`config.mk`:
```
export PLATFORM = sky130hd
export DESIGN_NAME = pipe_ctrl_top
export DESIGN_NICKNAME = d
export VERILOG_FILES = /design/src/rv32i_types_pkg.sv /design/src/priv_types_pkg.sv /design/src/hazard_unit.sv /design/src/pc_unit.sv /design/src/priv_unit.sv /design/src/pipe_ctrl_top.sv
export VERILOG_INCLUDE_DIRS = /design/src /design/src/src
export SDC_FILE = /design/constraint.sdc
export NUM_CORES = 1
export LEC_CHECK = 0
export ABC_AREA = 0
export BUFFER_PORTS_ARGS = -buffer_cell sky130_fd_sc_hd__buf_2
export CAP_MARGIN = 20
export CORE_ASPECT_RATIO = 1.4
export CORE_MARGIN = 1.5
export CORE_UTILIZATION = 40
export CTS_BUF_LIST = sky130_fd_sc_hd__clkbuf_8
export CTS_CLUSTER_DIAMETER = 150
export CTS_CLUSTER_SIZE = 30
export DETAILED_ROUTE_END_ITERATION = 8
export PLACE_DENSITY = 0.7
export RECOVER_POWER = 100
export REMOVE_ABC_BUFFERS = 1
export SLEW_MARGIN = 10
export SYNTH_ARGS = -nofsm -noshare
export SYNTH_HDL_FRONTEND = slang
export SYNTH_SLANG_ARGS = --single-unit
```
`constraint.sdc`:
```
create_clock -name CLK -period 4.01 [get_ports CLK]
set_input_delay 0.802 -clock CLK [delete_from_list [all_inputs] [get_ports CLK]]
set_output_delay 0.802 -clock CLK [all_outputs]
set_load 0.01 [all_outputs]
```
`src/rv32_ctrl_cfg.svh`:
```
// Build-time constants for the two-stage pipeline control subsystem
`ifndef RV32_CTRL_CFG_SVH
`define RV32_CTRL_CFG_SVH

// First fetch address after reset
`define RESET_PC 32'h0000_0200

// Direct-mode machine trap vector, no vectored entries
`define MTVEC_BASE 32'h0000_0100

// Global machine interrupt enable out of reset
`define MIE_RESET 1'b1

// Retired instruction counter width, wraps silently
`define INSTRET_W 16

`endif

```
`src/rv32i_types_pkg.sv`:
```
// Base RV32I word and instruction address types
package rv32i_types_pkg;

  // Raw 32-bit data value, used for fault addresses and mtval
  typedef logic [31:0] word_t;

  // Byte address of an instruction
  typedef logic [31:0] addr_t;

  // Byte distance between sequential instructions, no compressed ISA
  localparam addr_t insn_step = 32'd4;

  // Mask for the trap vector and return targets
  localparam addr_t addr_align_mask = 32'hffff_fffc;

endpackage

```
`src/priv_types_pkg.sv`:
```
// Machine-mode trap cause codes and trap controller state encoding
package priv_types_pkg;

  // mcause layout, bit 31 flags an interrupt
  typedef logic [31:0] cause_t;

  // Synchronous exception codes
  localparam cause_t cause_insn_mal    = 32'd0;
  localparam cause_t cause_insn_fault  = 32'd1;
  localparam cause_t cause_illegal     = 32'd2;
  localparam cause_t cause_breakpoint  = 32'd3;
  localparam cause_t cause_load_mal    = 32'd4;
  localparam cause_t cause_load_fault  = 32'd5;
  localparam cause_t cause_store_mal   = 32'd6;
  localparam cause_t cause_store_fault = 32'd7;
  localparam cause_t cause_env_m       = 32'd11; // ecall from M-mode

  // Machine external interrupt
  localparam cause_t cause_ext_irq     = 32'h8000_000b;

  // Trap controller sequencing
  typedef enum logic [1:0] {
    trap_idle,   // Normal flow
    trap_insert, // Redirect fetch to mtvec
    trap_return  // Redirect fetch to mepc
  } trap_state_t;

endpackage

```
`src/hazard_unit.sv`:
```
// Stall, flush and next-PC control for the two-stage fetch/execute pipeline
`timescale 1ns/1ps

module hazard_unit (
  input  logic                   i_mem_busy,     // Fetch not answered yet
  input  logic                   dren,           // Load in execute
  input  logic                   dwen,           // Store in execute
  input  logic                   d_mem_busy,     // Data access not answered yet
  input  logic                   jump,
  input  logic                   branch,
  input  logic                   mispredict,
  input  logic                   halt,
  input  logic                   token_ex,       // Valid instruction in execute
  input  logic                   ret,            // mret in execute
  input  logic                   fault_insn,
  input  logic                   mal_insn,
  input  logic                   illegal_insn,
  input  logic                   fault_l,
  input  logic                   mal_l,
  input  logic                   fault_s,
  input  logic                   mal_s,
  input  logic                   breakpoint,
  input  logic                   env_m,
  input  rv32i_types_pkg::addr_t epc_e,          // PC of execute instruction
  input  rv32i_types_pkg::word_t badaddr_e,      // Faulting data address
  input  rv32i_types_pkg::addr_t pc,             // Current fetch address
  input  logic                   intr,           // Interrupt pending from trap block
  input  logic                   insert_pc,
  input  rv32i_types_pkg::addr_t priv_pc,
  output logic                   iren,
  output logic                   pc_en,
  output logic                   npc_sel,        // Take branch_target
  output logic                   insert_priv_pc,
  output rv32i_types_pkg::addr_t fetch_priv_pc,
  output logic                   if_ex_flush,
  output logic                   if_ex_stall,
  output logic                   pipe_clear,
  output logic                   wb_enable,
  output logic                   ret_req,
  output rv32i_types_pkg::addr_t epc,
  output rv32i_types_pkg::word_t badaddr,
  output logic                   prv_fault_insn,
  output logic                   prv_mal_insn,
  output logic                   prv_illegal_insn,
  output logic                   prv_fault_l,
  output logic                   prv_mal_l,
  output logic                   prv_fault_s,
  output logic                   prv_mal_s,
  output logic                   prv_breakpoint,
  output logic                   prv_env_m
);
  import rv32i_types_pkg::*;

  logic  dmem_access;
  logic  branch_jump;
  logic  wait_for_imem;
  logic  wait_for_dmem;
  logic  ex_flush_hazard;
  logic  e_ex_stage;
  logic  e_f_stage;
  logic  intr_take;
  addr_t epc_f;     // Fetch-stage trap PC
  word_t badaddr_f; // Fetch-stage fault address

  assign epc_f     = pc;
  assign badaddr_f = pc;

  assign dmem_access   = dren | dwen;
  assign branch_jump   = jump | (branch & mispredict); // Correct predictions fall through
  assign wait_for_imem = iren & i_mem_busy;
  assign wait_for_dmem = dmem_access & d_mem_busy;

  // Exception groups by stage
  assign e_ex_stage = illegal_insn | fault_l | mal_l | fault_s | mal_s | breakpoint | env_m;
  assign e_f_stage  = fault_insn | mal_insn;
  assign intr_take  = intr & ~e_ex_stage & ~e_f_stage; // Exceptions outrank interrupt

  // Execute is empty and no data access outstanding, so an interrupt loses nothing
  assign pipe_clear = e_ex_stage | (~token_ex & ~wait_for_dmem);

  assign ex_flush_hazard = ((intr_take | e_f_stage) & ~wait_for_dmem) | e_ex_stage | ret;

  // Redirects override a memory stall
  assign pc_en = (~wait_for_dmem & ~wait_for_imem & ~halt & ~ex_flush_hazard) |
                 branch_jump | insert_pc | ret;

  assign npc_sel        = branch_jump;
  assign insert_priv_pc = insert_pc;
  assign fetch_priv_pc  = priv_pc;

  // Fetch wait during a finishing data access drops the fetched slot
  assign if_ex_flush = ex_flush_hazard | branch_jump |
                       (wait_for_imem & dmem_access & ~d_mem_busy);

  assign if_ex_stall = (wait_for_dmem | (wait_for_imem & ~dmem_access) | halt) &
                       (~ex_flush_hazard | e_ex_stage);

  assign iren = ~intr_take; // No fetch request while the trap is taken

  // Two stages, so a redirect still retires the execute instruction
  assign wb_enable = ~if_ex_stall | jump | branch;
  assign ret_req   = ret;

  // Flags forwarded unchanged to the trap block
  assign prv_fault_insn   = fault_insn;
  assign prv_mal_insn     = mal_insn;
  assign prv_illegal_insn = illegal_insn;
  assign prv_fault_l      = fault_l;
  assign prv_mal_l        = mal_l;
  assign prv_fault_s      = fault_s;
  assign prv_mal_s        = mal_s;
  assign prv_breakpoint   = breakpoint;
  assign prv_env_m        = env_m;

  assign epc     = e_ex_stage ? epc_e : epc_f;     // Interrupt resumes at fetch PC
  assign badaddr = e_f_stage ? badaddr_f : badaddr_e;

endmodule

```
`src/pc_unit.sv`:
```
// Fetch program counter with branch, trap and sequential next-PC selection
`timescale 1ns/1ps

`include "rv32_ctrl_cfg.svh"

module pc_unit (
  input  logic                   CLK,
  input  logic                   reset,
  input  logic                   pc_en,          // Advance fetch this cycle
  input  logic                   npc_sel,        // Branch or jump redirect
  input  logic                   insert_priv_pc, // Trap entry or mret
  input  rv32i_types_pkg::addr_t priv_pc,
  input  rv32i_types_pkg::addr_t branch_target,
  output rv32i_types_pkg::addr_t pc
);
  import rv32i_types_pkg::*;

  addr_t pc_plus4;
  addr_t npc;

  assign pc_plus4 = pc + insn_step;

  // Trap redirect wins over branch, branch over sequential
  always_comb begin
    if (insert_priv_pc) begin
      npc = priv_pc;
    end else if (npc_sel) begin
      npc = branch_target;
    end else begin
      npc = pc_plus4;
    end
  end

  always_ff @(posedge CLK) begin
    if (reset) begin
      pc <= `RESET_PC;
    end else if (pc_en) begin
      pc <= npc; // Holds while stalled
    end
  end

endmodule

```
`src/priv_unit.sv`:
```
// Reduced machine-mode trap controller with mret and retired instruction count
`timescale 1ns/1ps

`include "rv32_ctrl_cfg.svh"

module priv_unit (
  input  logic                   CLK,
  input  logic                   reset,
  input  logic                   ext_irq,      // Level from the interrupt source
  input  logic                   pipe_clear,   // Safe point for an interrupt
  input  logic                   wb_enable,    // Execute instruction completes
  input  logic                   ret_req,      // mret
  input  logic                   fault_insn,
  input  logic                   mal_insn,
  input  logic                   illegal_insn,
  input  logic                   fault_l,
  input  logic                   mal_l,
  input  logic                   fault_s,
  input  logic                   mal_s,
  input  logic                   breakpoint,
  input  logic                   env_m,
  input  rv32i_types_pkg::addr_t epc,
  input  rv32i_types_pkg::word_t badaddr,
  output logic                   intr,
  output logic                   insert_pc,
  output rv32i_types_pkg::addr_t priv_pc,
  output rv32i_types_pkg::addr_t mepc,
  output priv_types_pkg::cause_t mcause,
  output rv32i_types_pkg::word_t mtval,
  output logic [`INSTRET_W-1:0]  instret
);
  import rv32i_types_pkg::*;
  import priv_types_pkg::*;

  trap_state_t state;
  trap_state_t state_next;
  logic        mie;        // Global machine interrupt enable
  logic        exc_any;
  logic        trap_take;
  cause_t      trap_cause;
  word_t       trap_tval;

  assign exc_any = fault_insn | mal_insn | illegal_insn | fault_l | mal_l |
                   fault_s | mal_s | breakpoint | env_m;

  // Only one interrupt accepted until mret restores mie
  assign intr      = ext_irq & mie & pipe_clear & (state == trap_idle);
  assign trap_take = exc_any | intr;

  // Fixed cause ranking, interrupt last
  always_comb begin
    trap_cause = cause_ext_irq;
    trap_tval  = '0;
    if (mal_insn) begin
      trap_cause = cause_insn_mal;
      trap_tval  = badaddr;
    end else if (fault_insn) begin
      trap_cause = cause_insn_fault;
      trap_tval  = badaddr;
    end else if (illegal_insn) begin
      trap_cause = cause_illegal;
    end else if (breakpoint) begin
      trap_cause = cause_breakpoint;
    end else if (env_m) begin
      trap_cause = cause_env_m;
    end else if (mal_l) begin
      trap_cause = cause_load_mal;
      trap_tval  = badaddr;
    end else if (fault_l) begin
      trap_cause = cause_load_fault;
      trap_tval  = badaddr;
    end else if (mal_s) begin
      trap_cause = cause_store_mal;
      trap_tval  = badaddr;
    end else if (fault_s) begin
      trap_cause = cause_store_fault;
      trap_tval  = badaddr;
    end
  end

  // Each redirect lasts exactly one cycle
  always_comb begin
    if (trap_take) begin
      state_next = trap_insert;
    end else if (ret_req) begin
      state_next = trap_return;
    end else begin
      state_next = trap_idle;
    end
  end

  always_ff @(posedge CLK) begin
    if (reset) begin
      state  <= trap_idle;
      mie    <= `MIE_RESET;
      mepc   <= '0;
      mcause <= '0;
      mtval  <= '0;
    end else begin
      state <= state_next;
      if (trap_take) begin
        mepc   <= epc;
        mcause <= trap_cause;
        mtval  <= trap_tval;
        mie    <= 1'b0; // Mask further interrupts inside the handler
      end else if (ret_req) begin
        mie <= 1'b1;
      end
    end
  end

  assign insert_pc = (state != trap_idle);
  assign priv_pc   = (state == trap_return) ? (mepc & addr_align_mask) :
                                              (`MTVEC_BASE & addr_align_mask);

  // Excepting instructions do not retire
  always_ff @(posedge CLK) begin
    if (reset) begin
      instret <= '0;
    end else if (wb_enable && !exc_any) begin
      instret <= instret + 1'b1; // Wraps at INSTRET_W bits
    end
  end

endmodule

```
`src/pipe_ctrl_top.sv`:
```
// Pipeline control subsystem joining hazard control, fetch PC and trap handling
`timescale 1ns/1ps

`include "rv32_ctrl_cfg.svh"

module pipe_ctrl_top (
  input  logic                   CLK,
  input  logic                   reset,
  input  logic                   i_mem_busy,
  input  logic                   dren,
  input  logic                   dwen,
  input  logic                   d_mem_busy,
  input  logic                   jump,
  input  logic                   branch,
  input  logic                   mispredict,
  input  rv32i_types_pkg::addr_t branch_target,
  input  logic                   halt,
  input  logic                   token_ex,
  input  logic                   ret,
  input  logic                   fault_insn,
  input  logic                   mal_insn,
  input  logic                   illegal_insn,
  input  logic                   fault_l,
  input  logic                   mal_l,
  input  logic                   fault_s,
  input  logic                   mal_s,
  input  logic                   breakpoint,
  input  logic                   env_m,
  input  rv32i_types_pkg::addr_t epc_e,
  input  rv32i_types_pkg::word_t badaddr_e,
  input  logic                   ext_irq,
  output rv32i_types_pkg::addr_t pc,
  output logic                   iren,
  output logic                   if_ex_flush,
  output logic                   if_ex_stall,
  output rv32i_types_pkg::addr_t mepc,
  output priv_types_pkg::cause_t mcause,
  output rv32i_types_pkg::word_t mtval,
  output logic [`INSTRET_W-1:0]  instret
);
  import rv32i_types_pkg::*;

  // Hazard to fetch PC
  logic  pc_en;
  logic  npc_sel;
  logic  insert_priv_pc;
  addr_t fetch_priv_pc;

  // Hazard to trap block
  logic  pipe_clear;
  logic  wb_enable;
  logic  ret_req;
  addr_t epc;
  word_t badaddr;
  logic  prv_fault_insn;
  logic  prv_mal_insn;
  logic  prv_illegal_insn;
  logic  prv_fault_l;
  logic  prv_mal_l;
  logic  prv_fault_s;
  logic  prv_mal_s;
  logic  prv_breakpoint;
  logic  prv_env_m;

  // Trap block back to hazard
  logic  intr;
  logic  insert_pc;
  addr_t priv_pc;

  // Port names match the wires above
  hazard_unit hazard_unit_inst (.*);

  pc_unit pc_unit_inst (
    .*,
    .priv_pc (fetch_priv_pc) // Forwarded trap target
  );

  priv_unit priv_unit_inst (
    .*,
    .fault_insn   (prv_fault_insn),
    .mal_insn     (prv_mal_insn),
    .illegal_insn (prv_illegal_insn),
    .fault_l      (prv_fault_l),
    .mal_l        (prv_mal_l),
    .fault_s      (prv_fault_s),
    .mal_s        (prv_mal_s),
    .breakpoint   (prv_breakpoint),
    .env_m        (prv_env_m)
  );

endmodule

```
==> impl_metrics.ini, run 1 <==
[synthesis]
synth_seq_area_share_pct = 37.0
synthesis.yosys.warnings = 0
post_synth_inst_count = 799
post-synth-top-area-fraction_pct = 37.0
syn_area_per_cell_um2 = 8.13
yosysTopAreaCell = dfxtp_1
ys_async_sr_fraction_pct = 0
cell_types_with_the_largest_area_share_after_synthesis = dfxtp_1 (37%), nand2_1 (5.6%), o21ai_0 (5.1%)
number_of_enable_flip_flop_cells_after_synthesis = 0
synth.ff_latch_count = 120
syn-cell-area_um2 = 6500
synth_flop_cell = dfxtp_1
ys_types = 78

[critical_path]
path_buf_inv = 2
r2r_slack_ns = 0.68
critPathLaunchType = input pin
critical_path.top_delay_family = simple AND/OR/NAND/NOR gates
data_arrival_time_of_the_critical_path_ns = 2.72
crit_top_cell = clkbuf_1
timing.setup.critical_path_class = input pin to output port
worst_ep_required_time_ns = 3.21
end_kind = output port
cp_slowest_cell = or2_1
rr_startpoint = priv_unit_inst.state[0]$_SDFF_PP0_
crit_path_max_fanout = 34
crit_chain = clkbuf_1 -> or2_1 -> nor3_1 -> nand2b_1 -> clkbuf_1
r2r_end = priv_unit_inst.instret[7]$_SDFFE_PP0P_
r2r.worst_path.cells = 5
worst_path_largest_cell_delay_ns = 1.10

[global_route]
via_count_of_the_first_global_routing_pass = 6512
grt-ovfl-total = 0
pin_count_of_the_biggest_net_entering_global_routing = 69
antenna_found_initial = 3
grt_first_pass_wirelength_um = 34800
grt_util_all_layers_pct = 25.3

[clock_tree]
clk-insertion-delay-late_ns = 0.44
numCtsBuffers = 17
cts.sink_count = 120
cts.repair_timing.setup_buffer_count = 0
cts_max_path_buffers = 2
cts-root-buf = clkbuf_8
holdBufCountCts = 0
post_cts_sizing = 0
clk_transition_reported_paths_ns = 0.07
cts_tree = yes
cts_max_level = 4

[min_path]
worstHoldPathCells = 2
hold_path_startpoint = priv_unit_inst.mtval[16]$_SDFFE_PP0N_
worst_hold_path.endpoint = priv_unit_inst.mtval[16]$_SDFFE_PP0N_
min-delay-path-class = flop to flop

[sta]
fin_worst_skew_ns = 0.0126
period_share_pct = 87.7
finalWorstPathRequiredPeriod_ns = 3.52
final_number_of_hold_violating_endpoints = 0
setup_tns_ns = 0
setup_viol_count_final = 0
hold_slack_ns = 0.453
maxClockFrequency_ghz = 0.284
slew_headroom_pct = -6.06
worst_slew_pin_slew_ns = 1.58
final_max_slew_viol_count = 85
rsz0062_at_grt = false

[floorplanning]
die_area_um2 = 17000
floorplan.initialDensity_pct = 41.3
floorplan.core_area_um2 = 15700
pin_count = 265
die_w_um = 111
die_height_um = 154
num_rows = 54

[pwr]
netSwitchingPower_uw = 751
leakage_nw = 3.07
power_frac_clock_pct = 39.1
max-vdd-ir-drop_v = 0.000198
power_density_nw_per_um2 = 337
switching_share_pct = 28.2
seq_power_share_pct = 48.5
internal_power_mw = 1.91
combPwrFrac_pct = 12.4

[place]
port-buffer-count = 237
hpwlAfterDp_um = 15300
placer_congestion = 0.832
post_dp_cell_area_um2 = 7730
dpl.cell_count = 1186

[drt]
route.detailed.wl_per_inst_um = 18.0
via_per_inst = 5.62
drt_first_pass_iters = 5
detailed_route_drc_error_count = 0
detailroute.via_count = 6850
detail-route-antenna-nets = 0
totalWireLength_um = 21900
detailedRoute.firstIterationViolations = 535

[finish]
final_core_util_pct = 50.1
post_route_cells_drive_above_1_share_pct = 18.1
finish.net_count = 1130
final_design_area_no_fill_um2 = 7890
layout-area-overhead-vs-synth_pct = 21.4
finish.cell_count_without_fillers = 1219

[run]
timing.max_cap.violations = 2

[status]
run_status = complete, but fails checks
violated_checks = max-capacitance violations, max-slew violations
[sequential cells by signal (all words and copies together) (netlist names)]
signal and flops:
priv_unit_inst.mie 1, priv_unit_inst.mepc 32, priv_unit_inst.mcause 5, priv_unit_inst.instret 16, priv_unit_inst.state 2, priv_unit_inst.mtval 32, pc_unit_inst.pc 32
[placed cells by master (no fill, tap or decap), types with 4 or more instances in the layout]
cell / instances
clkbuf_1: 125
dfxtp_1: 120
buf_2: 114
nand2_1: 96
o21ai_0: 88
nor2_1: 52
a22oi_1: 39
a21oi_1: 38
mux2i_1: 29
nand3_1: 28
conb_1: 27
clkbuf_8: 21
a211oi_1: 17
nor2b_1: 15
inv_1: 15
nor3_1: 14
buf_4: 13
nand4_1: 11
o31ai_1: 10
mux2_2: 8
o31a_1: 8
mux2_1: 7
or3_1: 6
o21ai_1: 6
and3_1: 6
a2111oi_0: 6
a32oi_1: 5
nor4_1: 5
a32o_1: 5
a22o_1: 4
o211ai_1: 4
clkinv_2: 4
[synthesized netlist by cell type (all sizes together), types with 5 or more instances]
master   instances
nor3            15
nor4             7
buf             49
a32o             5
a211oi          18
a32oi            5
a2111oi          7
a22oi           39
o21ai           94
a21oi           40
o31ai           10
nand3           28
o31a             8
mux2            15
or3              6
and3             6
nor2b           16
mux2i           29
nor2            53
dfxtp          120
inv             14
nand4           11
clkbuf          40
nand2           98
[cells by family after synthesis]
| family | count (synthesis) | synth area share [%] |
|---|---|---|
| AO/OA/AOI/OAI | 268 | 27.6 |
| XOR/XNOR | 4 | 0.539 |
| adder cells (fa/ha/maj) | 2 | 0.385 |
| buffers and inverters | 104 | 8.07 |
| flip-flops | 120 | 37.0 |
| multiplexers | 44 | 7.07 |
| other | 1 | 0.0577 |
| AND/OR/NAND/NOR | 256 | 19.3 |
[layer usage]
layer	share of wire, %	vias up	routed length (um)	global-route usage, %
li1	-	3308	-	-
met1	41	3249	8890	29.4
met2	52	263	11400	46.2
met3	5.7	30	1260	5.12
met4	1.9	0	406	8.55
met5	0	-	0	0
[layout make-up]
cell class / instances / area [um2]
repair buffers: 255 / 1170
diodes: 2 / 5.00
fillers: 1652 / 7860
inverters: 15 / 56.3
multi-input cells: 601 / 3640
flip-flops and latches: 120 / 2400
well taps: 196 / 245
clock inverters: 9 / 76.3
clock buffers: 21 / 289
[worst max path at each step]
stage                   from                               endpoint  slack (ns)  cells after the start
global placement       env_m                            if_ex_stall        0.76                      7
finish              mal_insn                                   iren        0.49                      5
CTS                    env_m                            if_ex_stall        0.71                      7
floorplan              mal_s  priv_unit_inst.mcause[3]$_SDFFE_PP0N_        0.03                      6
detailed placement     env_m                            if_ex_stall        0.72                      7
global route        mal_insn                                   iren        0.29                      5
[per-stage QoR]
stage | worst slack (ns) | power [mW]
after global routing | 0.290 | 2.78
after floorplan | 0.0320 | 1.47
after CTS | 0.712 | 2.69
after global placement | 0.756 | 1.65
final | 0.493 | 2.66
after detailed placement | 0.719 | 1.66
[tightest hold or removal path, stage by stage (launching register included)]
cell and delay, ns:
dfxtp_1 0.33, nand2_1 0.04, o21ai_0 0.05
[power groups by stage]
stage               combinational [mW]  sequential [mW]  clock (mW)
floorplan                        0.149             1.32           0
global placement                 0.337             1.32           0
detailed placement               0.343             1.32           0
CTS                              0.344             1.29        1.06
global route                     0.363             1.30        1.12
finish                           0.329             1.29        1.04
No activity file was read; power rests on OpenSTA's default activity.
==> run 2: changes to the inputs <==
--- a/config.mk
+++ b/config.mk
@@ -18,7 +18,6 @@
 export DETAILED_ROUTE_END_ITERATION = 8
 export PLACE_DENSITY = 0.7
 export RECOVER_POWER = 100
-export REMOVE_ABC_BUFFERS = 1
 export SLEW_MARGIN = 10
 export SYNTH_ARGS = -nofsm -noshare
 export SYNTH_HDL_FRONTEND = slang
==> impl_metrics.ini, run 2 (synthesized netlist as in run 1, its figures left out) <==
[status]
run_status = complete, but fails checks
violated_checks = max-capacitance violations, max-slew violations

[global_route]
grt-ovfl-total = 0
grt_first_pass_wirelength_um = 34800
grt_util_all_layers_pct = 25.4
pin_count_of_the_biggest_net_entering_global_routing = 37
via_count_of_the_first_global_routing_pass = 6605
antenna_found_initial = 1

[drt]
totalWireLength_um = 22400
highest_layer = met5
detailed_routed_wire_length_on_met3_um = 1220
met2RoutedLength_um = 11300
via_per_inst = 5.69
detail-route-antenna-nets = 0
detailed_route_drc_error_count = 0
routedLengthMet1_um = 9370
drt_first_pass_iters = 5
route.detailed.wl_per_inst_um = 18.4
detailroute.via_count = 6938
detailedRoute.firstIterationViolations = 510

[critical_path]
critPathLaunchType = input pin
r2r.worst_path.cells = 5
timing.setup.critical_path_class = input pin to output port
crit_chain = clkbuf_1 -> or2_1 -> nor3_1 -> nand2b_1 -> buf_2
end_kind = output port
worst_path_largest_cell_delay_ns = 1.19
data_arrival_time_of_the_critical_path_ns = 2.78
worst_ep_required_time_ns = 3.21
r2r_slack_ns = 0.57
rr_startpoint = priv_unit_inst.state[0]$_SDFF_PP0_
cp_slowest_cell = or2_1
r2r_end = priv_unit_inst.instret[15]$_SDFFE_PP0P_
crit_path_max_fanout = 34

[finish]
largest_registers = pc_unit_inst.pc (32), priv_unit_inst.mepc (32), priv_unit_inst.mtval (32)
finish.net_count = 1130
finish.cell_count_without_fillers = 1219
layout-area-overhead-vs-synth_pct = 21.5
post_route_cells_drive_above_1_share_pct = 17.6
final_core_util_pct = 50.2
antenna-diode-count = 0
layout_commonest_cell = clkbuf_1
most_frequent_cells_in_the_layout = clkbuf_1 (128), dfxtp_1 (120), buf_2 (113), nand2_1 (96), o21ai_0 (88)

[clock_tree]
cts.repair_timing.setup_buffer_count = 0
cts_tree = yes
holdBufCountCts = 0
clk-insertion-delay-late_ns = 0.44
numCtsBuffers = 17
clk_transition_reported_paths_ns = 0.08
cts-root-buf = clkbuf_8
post_cts_sizing = 0
cts.sink_count = 120
cts_max_path_buffers = 2
cts_max_level = 4

[pwr]
power_density_nw_per_um2 = 348
leakage_nw = 3.09
max-vdd-ir-drop_v = 0.000165
fin_total_pwr_mw = 2.75

[place]
hpwlAfterDp_um = 15700
port-buffer-count = 237
placer_congestion = 0.865
dpl.cell_count = 1187

[sta]
hold_slack_ns = 0.455
finalWorstPathRequiredPeriod_ns = 3.59
final_max_slew_viol_count = 121
maxClockFrequency_ghz = 0.279
slew_headroom_pct = -14.2
rsz0062_at_grt = false
period_share_pct = 89.4
worst_slew_pin_slew_ns = 1.70
setup_viol_count_final = 0
setup_tns_ns = 0
final_number_of_hold_violating_endpoints = 0
fin_worst_skew_ns = 0.0126

[min_path]
hold_path_startpoint = priv_unit_inst.mtval[11]$_SDFFE_PP0N_
worstHoldPathCells = 2
worst_hold_path.endpoint = priv_unit_inst.mtval[11]$_SDFFE_PP0N_
min-delay-path-class = flop to flop

[run]
timing.max_cap.violations = 5

[floorplanning]
floorplan.initialDensity_pct = 41.3
die_height_um = 154
num_rows = 54
floorplan.core_area_um2 = 15700
pin_count = 265
die_w_um = 111
die_area_um2 = 17000
==> run 2: worst max path at each step <==
stage	startpoint	to
after floorplan	mal_insn	if_ex_stall
after global placement	mal_s	if_ex_stall
after detailed placement	mal_s	if_ex_stall
after CTS	mal_s	if_ex_stall
after global routing	mal_s	priv_unit_inst.mtval[8]$_SDFFE_PP0N_
final	mal_insn	iren
==> run 2: worst max-delay path: cells and delay by family <==
kind                   cells  cell delay (ns)
buffers and inverters      2             0.26
and+or+nand+nor            3             1.71
==> run 2: routing by layer <==
| layer | track usage, % | up-vias |
|---|---|---|
| met2 | 45.3 | 284 |
| met4 | 9.65 | 2 |
| met5 | 0 | - |
| met1 | 30.0 | 3299 |
| met3 | 4.93 | 44 |
| li1 | - | 3309 |
==> run 2: cell type report <==
| class | count | area [um2] |
|---|---|---|
| fill | 1675 | 7850 |
| multi-input combinational | 601 | 3630 |
| sequential | 120 | 2400 |
| timing repair buffer | 255 | 1160 |
| tap | 196 | 245 |
| clock buffer | 17 | 234 |
| clock inverter | 15 | 163 |
| inverter | 15 | 56.3 |
==> run 2: power by group <==
group | switching [mW] | internal, mW | total (mW)
logic | 0.198 | 0.129 | 0.327
registers | 0.0595 | 1.24 | 1.30
clock network | 0.522 | 0.606 | 1.13
==> run 2: stage by stage <==
stage	instance area [um2]	worst slack (ns)
after floorplan	6590	1.20
after global placement	7730	0.500
after detailed placement	7730	0.489
after CTS	8130	0.496
after global routing	7900	0.248
final	7900	0.423
